### config.mk
export PLATFORM = sky130hd
export DESIGN_NAME = pm_norm_top
export DESIGN_NICKNAME = d
export VERILOG_FILES = /design/src/hdl/pm_pkg.sv /design/src/hdl/pm_cfg_regs.sv /design/src/hdl/pm_max_tree.sv /design/src/hdl/pm_normalizer.sv /design/src/hdl/pm_norm_top.sv
export VERILOG_INCLUDE_DIRS = /design/src /design/src/hdl
export SDC_FILE = /design/constraint.sdc
export NUM_CORES = 2
export LEC_CHECK = 0
export BUFFER_PORTS_ARGS = -buffer_cell sky130_fd_sc_hd__buf_2
export CAP_MARGIN = 20
export CORE_AREA = 2 2 483 485
export DETAILED_ROUTE_END_ITERATION = 10
export DIE_AREA = 0 0 485 487
export PLACE_DENSITY_LB_ADDON = 0.25
export SYNTH_ARGS = -nofsm -noshare
export SYNTH_HDL_FRONTEND = slang
export SYNTH_SLANG_ARGS = --single-unit
### constraint.sdc
create_clock -name clk_i -period 24.7 [get_ports clk_i]
set_input_delay 2.47 -clock clk_i [delete_from_list [all_inputs] [get_ports clk_i]]
set_output_delay 2.47 -clock clk_i [all_outputs]
set_load 0.02 [all_outputs]
### src/hdl/pm_defines.svh
`ifndef PM_DEFINES_SVH
`define PM_DEFINES_SVH

// Metric format
`define PM_WIDTH        9
`define PM_NUM_STATES   64
`define PM_STATE_BITS   6

// Lower clamp, also the start value of states other than 0
`define PM_SAT_MIN      -128

// ------------------------------
// Register access
// ------------------------------
`define PM_AXIL_ADDR_W  4
`define PM_AXIL_DATA_W  32

// Byte addresses
`define PM_REG_CFG      4'h0
`define PM_REG_STATUS   4'h4

`endif

### src/hdl/pm_pkg.sv
package pm_pkg;

    `include "pm_defines.svh"

    typedef logic signed [`PM_WIDTH-1:0] pm_metric_t;
    typedef pm_metric_t [`PM_NUM_STATES-1:0] pm_vec_t;
    typedef logic [`PM_STATE_BITS-1:0] pm_state_t;

    typedef struct packed {
        pm_metric_t metric;
        pm_state_t  state;
    } pm_winner_t;

    // Number of active states
    typedef enum logic [1:0] {
        PM_MODE_64 = 2'd0,
        PM_MODE_32 = 2'd1,
        PM_MODE_16 = 2'd2,
        PM_MODE_8  = 2'd3
    } pm_mode_e;

    typedef struct packed {
        logic [`PM_NUM_STATES-1:0] mask;
        logic                      tail_biting;
    } pm_cfg_t;

    // ------------------------------
    // AXI4-Lite channels
    // ------------------------------
    typedef struct packed {
        logic                        awvalid;
        logic [`PM_AXIL_ADDR_W-1:0]  awaddr;
        logic                        wvalid;
        logic [`PM_AXIL_DATA_W-1:0]  wdata;
        logic [`PM_AXIL_DATA_W/8-1:0] wstrb;
        logic                        bready;
        logic                        arvalid;
        logic [`PM_AXIL_ADDR_W-1:0]  araddr;
        logic                        rready;
    } axil_req_t;

    typedef struct packed {
        logic                        awready;
        logic                        wready;
        logic                        bvalid;
        logic [1:0]                  bresp;
        logic                        arready;
        logic                        rvalid;
        logic [`PM_AXIL_DATA_W-1:0]  rdata;
        logic [1:0]                  rresp;
    } axil_rsp_t;

endpackage

### src/hdl/pm_cfg_regs.sv
`timescale 1ns/100ps
`include "pm_defines.svh"

module pm_cfg_regs (
    input  logic                clk_i,
    input  logic                rst_an_i,
    input  pm_pkg::axil_req_t   axil_req_i,
    output pm_pkg::axil_rsp_t   axil_rsp_o,
    input  pm_pkg::pm_state_t   max_state_i,
    output pm_pkg::pm_cfg_t     cfg_o
);

    import pm_pkg::*;

    localparam logic [1:0] RESP_OKAY = 2'b00;
    localparam logic [`PM_NUM_STATES-1:0] ALL_STATES = '1;

    pm_mode_e                    mode_q;
    logic                        tail_biting_q;
    logic                        wr_rdy_q;
    logic                        bvalid_q;
    logic                        rd_rdy_q;
    logic                        rvalid_q;
    logic [`PM_AXIL_DATA_W-1:0]  rdata_q;
    logic [`PM_AXIL_DATA_W-1:0]  rd_word;
    logic                        wr_start;
    logic                        rd_start;

    // Only one transaction of each kind in flight
    assign wr_start = axil_req_i.awvalid & axil_req_i.wvalid & ~wr_rdy_q & ~bvalid_q;
    assign rd_start = axil_req_i.arvalid & ~rd_rdy_q & ~rvalid_q;

    // ------------------------------
    // Write channel
    // ------------------------------
    always_ff @(posedge clk_i or negedge rst_an_i) begin
        if (!rst_an_i) begin
            wr_rdy_q      <= 1'b0;
            bvalid_q      <= 1'b0;
            mode_q        <= PM_MODE_64;
            tail_biting_q <= 1'b0;
        end else begin
            wr_rdy_q <= wr_start;
            if (wr_rdy_q) begin
                bvalid_q <= 1'b1;
                // STATUS is read-only, writes there fall through
                if (axil_req_i.awaddr == `PM_REG_CFG && axil_req_i.wstrb[0]) begin
                    mode_q        <= pm_mode_e'(axil_req_i.wdata[1:0]);
                    tail_biting_q <= axil_req_i.wdata[4];
                end
            end else if (bvalid_q && axil_req_i.bready) begin
                bvalid_q <= 1'b0;
            end
        end
    end

    // ------------------------------
    // Read channel
    // ------------------------------
    always_comb begin
        rd_word = '0;
        case (axil_req_i.araddr)
            `PM_REG_CFG: begin
                rd_word[1:0] = mode_q;
                rd_word[4]   = tail_biting_q;
            end
            `PM_REG_STATUS: rd_word[`PM_STATE_BITS-1:0] = max_state_i;
            default:        rd_word = '0;
        endcase
    end

    always_ff @(posedge clk_i or negedge rst_an_i) begin
        if (!rst_an_i) begin
            rd_rdy_q <= 1'b0;
            rvalid_q <= 1'b0;
        end else begin
            rd_rdy_q <= rd_start;
            if (rd_rdy_q) begin
                rvalid_q <= 1'b1;
            end else if (rvalid_q && axil_req_i.rready) begin
                rvalid_q <= 1'b0;
            end
        end
    end

    // Addressed word captured with arready
    always_ff @(posedge clk_i) begin
        if (rd_rdy_q) begin
            rdata_q <= rd_word;
        end
    end

    always_comb begin
        axil_rsp_o.awready = wr_rdy_q;
        axil_rsp_o.wready  = wr_rdy_q;
        axil_rsp_o.bvalid  = bvalid_q;
        axil_rsp_o.bresp   = RESP_OKAY;
        axil_rsp_o.arready = rd_rdy_q;
        axil_rsp_o.rvalid  = rvalid_q;
        axil_rsp_o.rdata   = rdata_q;
        axil_rsp_o.rresp   = RESP_OKAY;
    end

    // Mode to contiguous mask from state 0
    always_comb begin
        case (mode_q)
            PM_MODE_32: cfg_o.mask = ALL_STATES >> (`PM_NUM_STATES / 2);
            PM_MODE_16: cfg_o.mask = ALL_STATES >> (`PM_NUM_STATES * 3 / 4);
            PM_MODE_8:  cfg_o.mask = ALL_STATES >> (`PM_NUM_STATES * 7 / 8);
            default:    cfg_o.mask = ALL_STATES;
        endcase
        cfg_o.tail_biting = tail_biting_q;
    end

    a_bvalid_hold: assert property (@(posedge clk_i) disable iff (!rst_an_i)
        axil_rsp_o.bvalid && !axil_req_i.bready |=> axil_rsp_o.bvalid);

endmodule

### src/hdl/pm_max_tree.sv
`timescale 1ns/100ps
`include "pm_defines.svh"

module pm_max_tree (
    input  pm_pkg::pm_vec_t     pm_i,
    input  pm_pkg::pm_cfg_t     cfg_i,
    output pm_pkg::pm_winner_t  winner_o
);

    import pm_pkg::*;

    localparam int LEVELS = $clog2(`PM_NUM_STATES);

    genvar l, j;

    // Level 0 holds the leaves, each later level halves the count
    for (l = 0; l <= LEVELS; l++) begin : g_lvl
        localparam int N = `PM_NUM_STATES >> l;

        pm_winner_t win [N];
        logic       vld [N];

        if (l == 0) begin : g_leaf
            for (j = 0; j < N; j++) begin : g_st
                assign win[j].metric = pm_i[j];
                assign win[j].state  = pm_state_t'(j);
                // Masked-off states drop out of the search
                assign vld[j]        = cfg_i.mask[j];
            end
        end else begin : g_cmp
            for (j = 0; j < N; j++) begin : g_pair
                pm_winner_t lo;
                pm_winner_t hi;
                logic       take_hi;

                assign lo = g_lvl[l-1].win[2*j];
                assign hi = g_lvl[l-1].win[2*j+1];

                // Upper half must be strictly larger, ties stay low
                assign take_hi = g_lvl[l-1].vld[2*j+1] &&
                                 (!g_lvl[l-1].vld[2*j] ||
                                  $signed(hi.metric) > $signed(lo.metric));

                assign win[j] = take_hi ? hi : lo;
                assign vld[j] = g_lvl[l-1].vld[2*j] | g_lvl[l-1].vld[2*j+1];
            end
        end
    end

    assign winner_o = g_lvl[LEVELS].win[0];

    always_comb begin
        a_winner_active: assert final (g_lvl[LEVELS].vld[0] && cfg_i.mask[winner_o.state]);
    end

endmodule

### src/hdl/pm_normalizer.sv
`timescale 1ns/100ps
`include "pm_defines.svh"

module pm_normalizer (
    input  logic                clk_i,
    input  logic                rst_an_i,
    input  logic                rst_sync_i,
    input  logic                frame_start_i,
    input  logic                en_i,
    input  pm_pkg::pm_vec_t     pm_i,
    input  pm_pkg::pm_cfg_t     cfg_i,
    input  pm_pkg::pm_winner_t  winner_i,
    output pm_pkg::pm_vec_t     pm_nom_o,
    output pm_pkg::pm_state_t   max_state_o
);

    import pm_pkg::*;

    localparam pm_metric_t SAT_MIN = pm_metric_t'(`PM_SAT_MIN);

    pm_metric_t pm_q [`PM_NUM_STATES];
    pm_state_t  max_state_q;

    genvar s;

    // ------------------------------
    // Metric registers
    // ------------------------------
    for (s = 0; s < `PM_NUM_STATES; s++) begin : g_state
        logic signed [`PM_WIDTH:0] diff;
        pm_metric_t                sat;
        pm_metric_t                init;

        // One extra bit so the difference never wraps
        assign diff = $signed({pm_i[s][`PM_WIDTH-1], pm_i[s]}) -
                      $signed({winner_i.metric[`PM_WIDTH-1], winner_i.metric});
        // Never positive for an active state, so only the low side clamps
        assign sat  = (diff < `PM_SAT_MIN) ? SAT_MIN : pm_metric_t'(diff);
        assign init = (cfg_i.tail_biting || s == 0) ? pm_metric_t'(0) : SAT_MIN;

        always_ff @(posedge clk_i or negedge rst_an_i) begin
            if (!rst_an_i) begin
                pm_q[s] <= '0;
            end else if (rst_sync_i) begin
                pm_q[s] <= '0;
            end else if (frame_start_i) begin
                pm_q[s] <= init;
            end else if (en_i && cfg_i.mask[s]) begin
                pm_q[s] <= sat;
            end
        end

        assign pm_nom_o[s] = pm_q[s];

        a_inactive_hold: assert property (@(posedge clk_i) disable iff (!rst_an_i)
            en_i && !rst_sync_i && !frame_start_i && !cfg_i.mask[s]
            |=> $stable(pm_q[s]));
    end

    // ------------------------------
    // Winner index
    // ------------------------------
    always_ff @(posedge clk_i or negedge rst_an_i) begin
        if (!rst_an_i) begin
            max_state_q <= '0;
        end else if (rst_sync_i) begin
            max_state_q <= '0;
        end else if (en_i && !frame_start_i) begin
            max_state_q <= winner_i.state;
        end
    end

    assign max_state_o = max_state_q;

endmodule

### src/hdl/pm_norm_top.sv
`timescale 1ns/100ps

module pm_norm_top (
    input  logic                clk_i,
    input  logic                rst_an_i,
    input  logic                rst_sync_i,
    input  logic                frame_start_i,
    input  logic                en_i,
    input  pm_pkg::pm_vec_t     pm_i,
    input  pm_pkg::axil_req_t   axil_req_i,
    output pm_pkg::axil_rsp_t   axil_rsp_o,
    output pm_pkg::pm_vec_t     pm_nom_o,
    output pm_pkg::pm_state_t   max_state_o
);

    import pm_pkg::*;

    pm_cfg_t    cfg;
    pm_winner_t winner;

    // Mode, tail biting and status readback
    pm_cfg_regs u_cfg_regs (
        .clk_i       (clk_i),
        .rst_an_i    (rst_an_i),
        .axil_req_i  (axil_req_i),
        .axil_rsp_o  (axil_rsp_o),
        .max_state_i (max_state_o),
        .cfg_o       (cfg)
    );

    pm_max_tree u_max_tree (
        .pm_i     (pm_i),
        .cfg_i    (cfg),
        .winner_o (winner)
    );

    pm_normalizer u_normalizer (
        .clk_i         (clk_i),
        .rst_an_i      (rst_an_i),
        .rst_sync_i    (rst_sync_i),
        .frame_start_i (frame_start_i),
        .en_i          (en_i),
        .pm_i          (pm_i),
        .cfg_i         (cfg),
        .winner_i      (winner),
        .pm_nom_o      (pm_nom_o),
        .max_state_o   (max_state_o)
    );

endmodule

# Word level (Yosys, flattened, before mapping)
# Index checks and enable logic that the tools add are counted.
dict set report word_totals {
  ff_bits 595
  out_inout_bits 623
  elab_cells 996
}
dict set report classes {
  n_addsub 64
  magnitude_cmp 127
  eq_ne 4
  n_mux 329
  bitwise_logic 71
  reduce_logical 328
}
# operator count
set ops {}
lappend ops {{9-bit two-way mux} 257}
lappend ops {{15-bit two-way mux} 63}
lappend ops {{10-bit by 8-bit < comparator with 1-bit output (second input constant)} 64}
lappend ops {{9-bit by 9-bit subtractor with 10-bit output} 64}
lappend ops {{9-bit greater-than comparator} 63}
lappend ops {{64-bit one-hot mux with 3 select lines} 1}
lappend ops {{3-bit nonzero test} 64}
lappend ops {{1-bit logical AND} 131}
lappend ops {{1-bit logical NOT} 64}
lappend ops {{1-bit logical OR} 63}
lappend ops {{1-bit bitwise OR} 62}
lappend ops {{6-bit two-way mux} 2}
lappend ops {{4-bit logical NOT} 2}
lappend ops {{2-bit nonzero test} 3}
lappend ops {{1-bit bitwise AND} 5}
lappend ops {{2-bit equality test (second input constant)} 2}
lappend ops {{4-bit by 3-bit equality test with 1-bit output (second input constant)} 1}
lappend ops {{1-bit two-way mux} 4}
lappend ops {{1-bit NOT} 4}
lappend ops {{2-bit one-hot mux with 2 select lines} 1}
lappend ops {{2-bit by 1-bit equality test with 1-bit output (second input constant)} 1}
lappend ops {{1-bit one-hot mux with 2 select lines} 1}
lappend ops {{2-bit AND reduction} 1}

# Logic depth before layout (Yosys ltp)
dict set report logic_depth {
  word_depth 32
  ltp_mapped 103
}

# Modules after synthesis
# A second synthesis with hierarchy kept.
dict set report hier_totals {
  cells_unflattened 9093
  hier_area_um2 75352.3
}
# mod instances cells_per_inst area_each_um2
set modules_own_cells {}
lappend modules_own_cells {pm_normalizer 1 5688 50479.7}
lappend modules_own_cells {pm_max_tree 1 3266 23600.1}
lappend modules_own_cells {pm_cfg_regs 1 139 1272.5}

# Worst setup path after synthesis
# OpenSTA, ideal clock, no wires.
dict set report synth_timing {
  path_type {in2reg}
  startpoint {input pm_i[127] (netlist bit)}
  endpoint {register u_normalizer.pm_q, in the netlist u_normalizer.pm_nom_o[564]}
  setup_ns 0.068
  arrival_time_ns 22.057
  t_required_ns 24.632
  path_slack_ns 2.576
  stages 97
  path_cell_list {inv_1 -> ha_1 -> nor2b_1 -> o21a_1 -> o21a_1 -> o21a_1 -> o21a_1 -> o21a_1 -> o21ai_0 -> a21oi_1 -> o21ai_0 -> clkbuf_1 -> mux2_2 -> ha_1 -> nor2b_1 -> o21a_1 -> o21a_1 -> o21a_1 -> [61 not listed] -> nand2b_1 -> nand4_1 -> a221oi_4 -> o21ai_2 -> buf_2 -> buf_1 -> clkbuf_1 -> o21ai_0 -> ha_1 -> or2_2 -> maj3_1 -> o41a_1 -> a211o_1 -> o311a_1 -> o311ai_1 -> and2_1 -> buf_2 -> a32o_1}
}
dict set report synth_via {
  elab_chain_cells 30
}
# item line
set synth_rtl {}
lappend synth_rtl {{start: declaration} pm_norm_top.sv:9} ;# input pm_pkg::pm_vec_t pm_i,
lappend synth_rtl {{9-bit greater-than comparator} pm_max_tree.sv:42} ;# $signed(hi.metric) > $signed(lo.metric));
lappend synth_rtl {{1-bit logical OR} pm_max_tree.sv:41} ;# (!g_lvl[l-1].vld[2*j] ||
lappend synth_rtl {{1-bit logical AND} pm_max_tree.sv:40} ;# assign take_hi = g_lvl[l-1].vld[2*j+1] &&
lappend synth_rtl {{15-bit two-way mux *} pm_max_tree.sv:44} ;# assign win[j] = take_hi ? hi : lo;
lappend synth_rtl {{9-bit greater-than comparator} pm_max_tree.sv:42}
lappend synth_rtl {{1-bit logical OR} pm_max_tree.sv:41}
lappend synth_rtl {{1-bit logical AND} pm_max_tree.sv:40}
lappend synth_rtl {{15-bit two-way mux *} pm_max_tree.sv:44}
lappend synth_rtl {{[14 not listed]} -}
lappend synth_rtl {{1-bit logical AND} pm_max_tree.sv:40}
lappend synth_rtl {{15-bit two-way mux *} pm_max_tree.sv:44}
lappend synth_rtl {{9-bit by 9-bit subtractor with 10-bit output *} pm_normalizer.sv:35} ;# assign diff = $signed({pm_i[s][`PM_WIDTH-1], pm_i[s]}) -
lappend synth_rtl {{10-bit by 8-bit < comparator with 1-bit output (no line)} -}
lappend synth_rtl {{9-bit two-way mux *} pm_normalizer.sv:38} ;# assign sat = (diff < `PM_SAT_MIN) ? SAT_MIN : pm_metric_t'(diff);
lappend synth_rtl {{9-bit two-way mux *} pm_normalizer.sv:48} ;# end else if (en_i && cfg_i.mask[s]) begin
lappend synth_rtl {{9-bit two-way mux *} pm_normalizer.sv:46} ;# end else if (frame_start_i) begin
lappend synth_rtl {{9-bit two-way mux *} pm_normalizer.sv:44} ;# end else if (rst_sync_i) begin
lappend synth_rtl {{end signal: indexed assignment} pm_normalizer.sv:47} ;# pm_q[s] <= init;
lappend synth_rtl {{end signal: indexed assignment} pm_normalizer.sv:49} ;# pm_q[s] <= sat;
lappend synth_rtl {{end: declaration} pm_normalizer.sv:21} ;# pm_metric_t pm_q [`PM_NUM_STATES];
# Mark *: on every way between the ends. The rest lies on a longest branch, timed or not. The select of a mux whose other input is x is not followed.
# A chain may end at the register's enable or synchronous reset.

# Worst setup path in the final report
dict set report layout_timing {
  startpoint {input pm_i[109] (netlist bit)}
  endpoint {register u_normalizer.pm_q, in the netlist u_normalizer.pm_nom_o[564]}
}
# The elaborated chain is that of the path after synthesis.

==> metrics.cfg <==
[outcome]
run_status = completed

[floorplanning]
core_region_area_um2 = 231000
rows = 177
start_util_pct = 32.1
io_pins = 1253
die_h_um = 487
die_w_um = 485
dieArea_um2 = 236000

[global_route]
globalRouteTotalUtil_pct = 29.5
grt_start_max_net_pins = 164
gr-total-overflow = 0
grt_pass1_vias = 76700
antenna_found_initial = 180
grt_pass1_wl_um = 519000

[timing]
relSlewSlack_pct = 7.95
min_period_over_period_pct = 89.9
hold_ws_ns = 0.460
final.min_clock_period_ns = 22.20
hold_viol_final = 0
drv_slew = 0
finalSetupTns_ns = 0
finalClockSkew_ns = 0.0289
rsz0062_at_grt = false
setup_viol = 0
tightest_slew_ns = 1.38
fmax_mhz = 45.0

[worst_setup_path]
rr_startpoint = u_cfg_regs.mode_q[1]
critPathArrivalTime_ns = 22.87
cp_slowest_stage_delay_ns = 0.72
crit_slowest_cell = buf_4
crit_type = input pin to register
endpoint_kind = register
rr_endpoint = u_normalizer.pm_nom_o[564]
r2r_cells = 80
required_ns = 25.37
regToRegSetupSlack_ns = 4.45
cp_common_cell = o21a_1
start_kind = input pin
path_max_fanout = 43

[detailed_routing]
drt_iter0_drc = 7031
dr.pass1.iters = 7
avgViaCountPerCell = 5.88
drt_wl_total_um = 365000
antenna_left = 0
vias = 80600
post-route-drc-count = 0
wl_per_cell_um = 26.6

[cts]
clkTransAtPathRegs_ns = 0.05
holdBufCountCts = 0
clockBufferDepth = 3
insertion_delay_ns = 0.74
post_cts_buffers = 0
cts_buffers = 84
cts_tree = done
clockRootBuffer = clkbuf_16
cts_sinks = 595
htreeDepth = 3
cts_resized = 0

[synthesis]
post_synth.cell_area_avg_um2 = 7.89
synthCells = 9432
ys.flop_type = dfrtp_1
ys_seq_elements = 595
ys_types = 121
synth_commonest_cells = ha_1 (1,061), nand2_1 (955), inv_1 (782)
synth-edff-count = 6
synth_most_common_cell = ha_1
yosys.area.top_type_share_pct = 19.8
synthArstFlopShare_pct = 99.0
ys_seq_area_share_pct = 20.1
synth_top_area_cell = dfrtp_1
yosysWarnings = 0
synthesis.area_um2 = 74400
synth_area_leaders = dfrtp_1 (20%), ha_1 (18%), nand2_1 (4.8%), inv_1 (3.9%), xnor2_1 (3.9%)

[placed_design]
gp_congestion = 0.974
io_buffer_count = 1190
hpwl_um = 286000

[hold_path]
hold_path_class = register to register
whs_endpoint = u_cfg_regs.rd_rdy_q
min_delay_path_depth = 1
hp-start = u_cfg_regs.rvalid_q

[cells_and_area]
drive_gt1_share_pct = 16.4
syn_to_final_growth_pct = 17.1
fin_nets = 12200

[run]
cap_violations = 0

-- state kept, by name, summed over array words and instances (netlist names) --
name,count
u_cfg_regs.rvalid_q,1
u_cfg_regs.tail_biting_q,1
u_normalizer.max_state_o,6
u_cfg_regs.bvalid_q,1
u_cfg_regs.rdata_q,6
u_cfg_regs.mode_q,2
u_cfg_regs.rd_rdy_q,1
u_normalizer.pm_nom_o,576
u_cfg_regs.wr_rdy_q,1
-- per-layer routing --
| layer | up-vias | share of wire, % | track usage (%) |
|---|---|---|---|
| met3 | 882 | 8.6 | 6.75 |
| li1 | 37200 | - | - |
| met4 | 86 | 6.1 | 17.1 |
| met5 | - | 0.16 | 0 |
| met1 | 38800 | 41 | 36.8 |
| met2 | 3622 | 44 | 46.5 |
-- cell families after synthesis --
group                      share of synthesized area [%]
and+or+nand+nor                                     19.6
AOI/OAI and AO/OA                                   26.9
buffers and inverters                               6.21
adders and majority gates                           18.0
DFF                                                 20.1
xor gates and xnor gates                            5.24
muxes                                               3.94
other                                            0.00504
-- worst max-delay path by stage --
stage,from,endpoint,cells past startpoint
6_report,pm_i[109],u_normalizer.pm_nom_o[564],89
5_1_grt,pm_i[199],u_normalizer.pm_nom_o[89],84
4_1_cts,pm_i[199],u_normalizer.pm_nom_o[564],84
3_5_place_dp,pm_i[199],u_normalizer.pm_nom_o[564],84
3_3_place_gp,pm_i[199],u_normalizer.pm_nom_o[564],84
2_1_floorplan,pm_i[127],u_normalizer.pm_nom_o[564],97
-- through the flow --
stage	std cells	util [%]	area (µm²)	setup slack, ns
3_3_place_gp	13400	36.2	83800	1.79
6_report	13700	37.6	87100	2.50
5_1_grt	13700	37.6	87000	0.861
3_5_place_dp	13400	36.2	83800	1.86
4_1_cts	13600	37.5	86800	2.59
2_1_floorplan	9461	-	74500	2.58
-- cells in the final DEF, fill, tap and decap left out, types with 103 or more instances in the layout --
| cell | netlist | routed |
|---|---|---|
| o31ai_1 | 279 | 279 |
| o21ai_0 | 470 | 458 |
| or3_1 | 126 | 126 |
| xnor2_1 | 335 | 335 |
| dfrtp_1 | 589 | 588 |
| nor2b_1 | 145 | 145 |
| inv_1 | 782 | 780 |
| xor2_1 | 110 | 110 |
| nand3_1 | 279 | 279 |
| ha_1 | 1061 | 1061 |
| and3_1 | 122 | 121 |
| mux2i_1 | 218 | 217 |
| nor3_1 | 318 | 317 |
| o21a_1 | 210 | 210 |
| a21oi_1 | 503 | 497 |
| buf_4 | 47 | 103 |
| diode_2 | 0 | 125 |
| nor4_1 | 108 | 108 |
| nor2_1 | 589 | 583 |
| buf_2 | 74 | 1188 |
| a22o_1 | 116 | 116 |
| a31oi_1 | 186 | 183 |
| nand2_1 | 955 | 951 |
| a211oi_1 | 159 | 155 |
-- worst max-delay path, delay by kind of cell --
| family | cells | cell delay, ns |
|---|---|---|
| buffers and inverters | 9 | 3.58 |
| AOI/OAI and AO/OA | 48 | 8.78 |
| muxes | 3 | 1.09 |
| adders and majority gates | 8 | 3.01 |
| and+or+nand+nor | 21 | 3.74 |
-- layout make-up --
cell class | count | area [µm²]
fillers | 24100 | 144000
multi-input cells | 7707 | 55300
flip-flops and latches | 595 | 14900
repair buffers | 1301 | 6890
well taps | 3043 | 3810
inverters | 785 | 2950
clock buffers | 105 | 2280
clock inverters | 48 | 646
diodes | 125 | 313
Power is left out: the tool's default activity adds up to more than one toggle a clock period on the data nets, which glitch-free logic cannot reach.
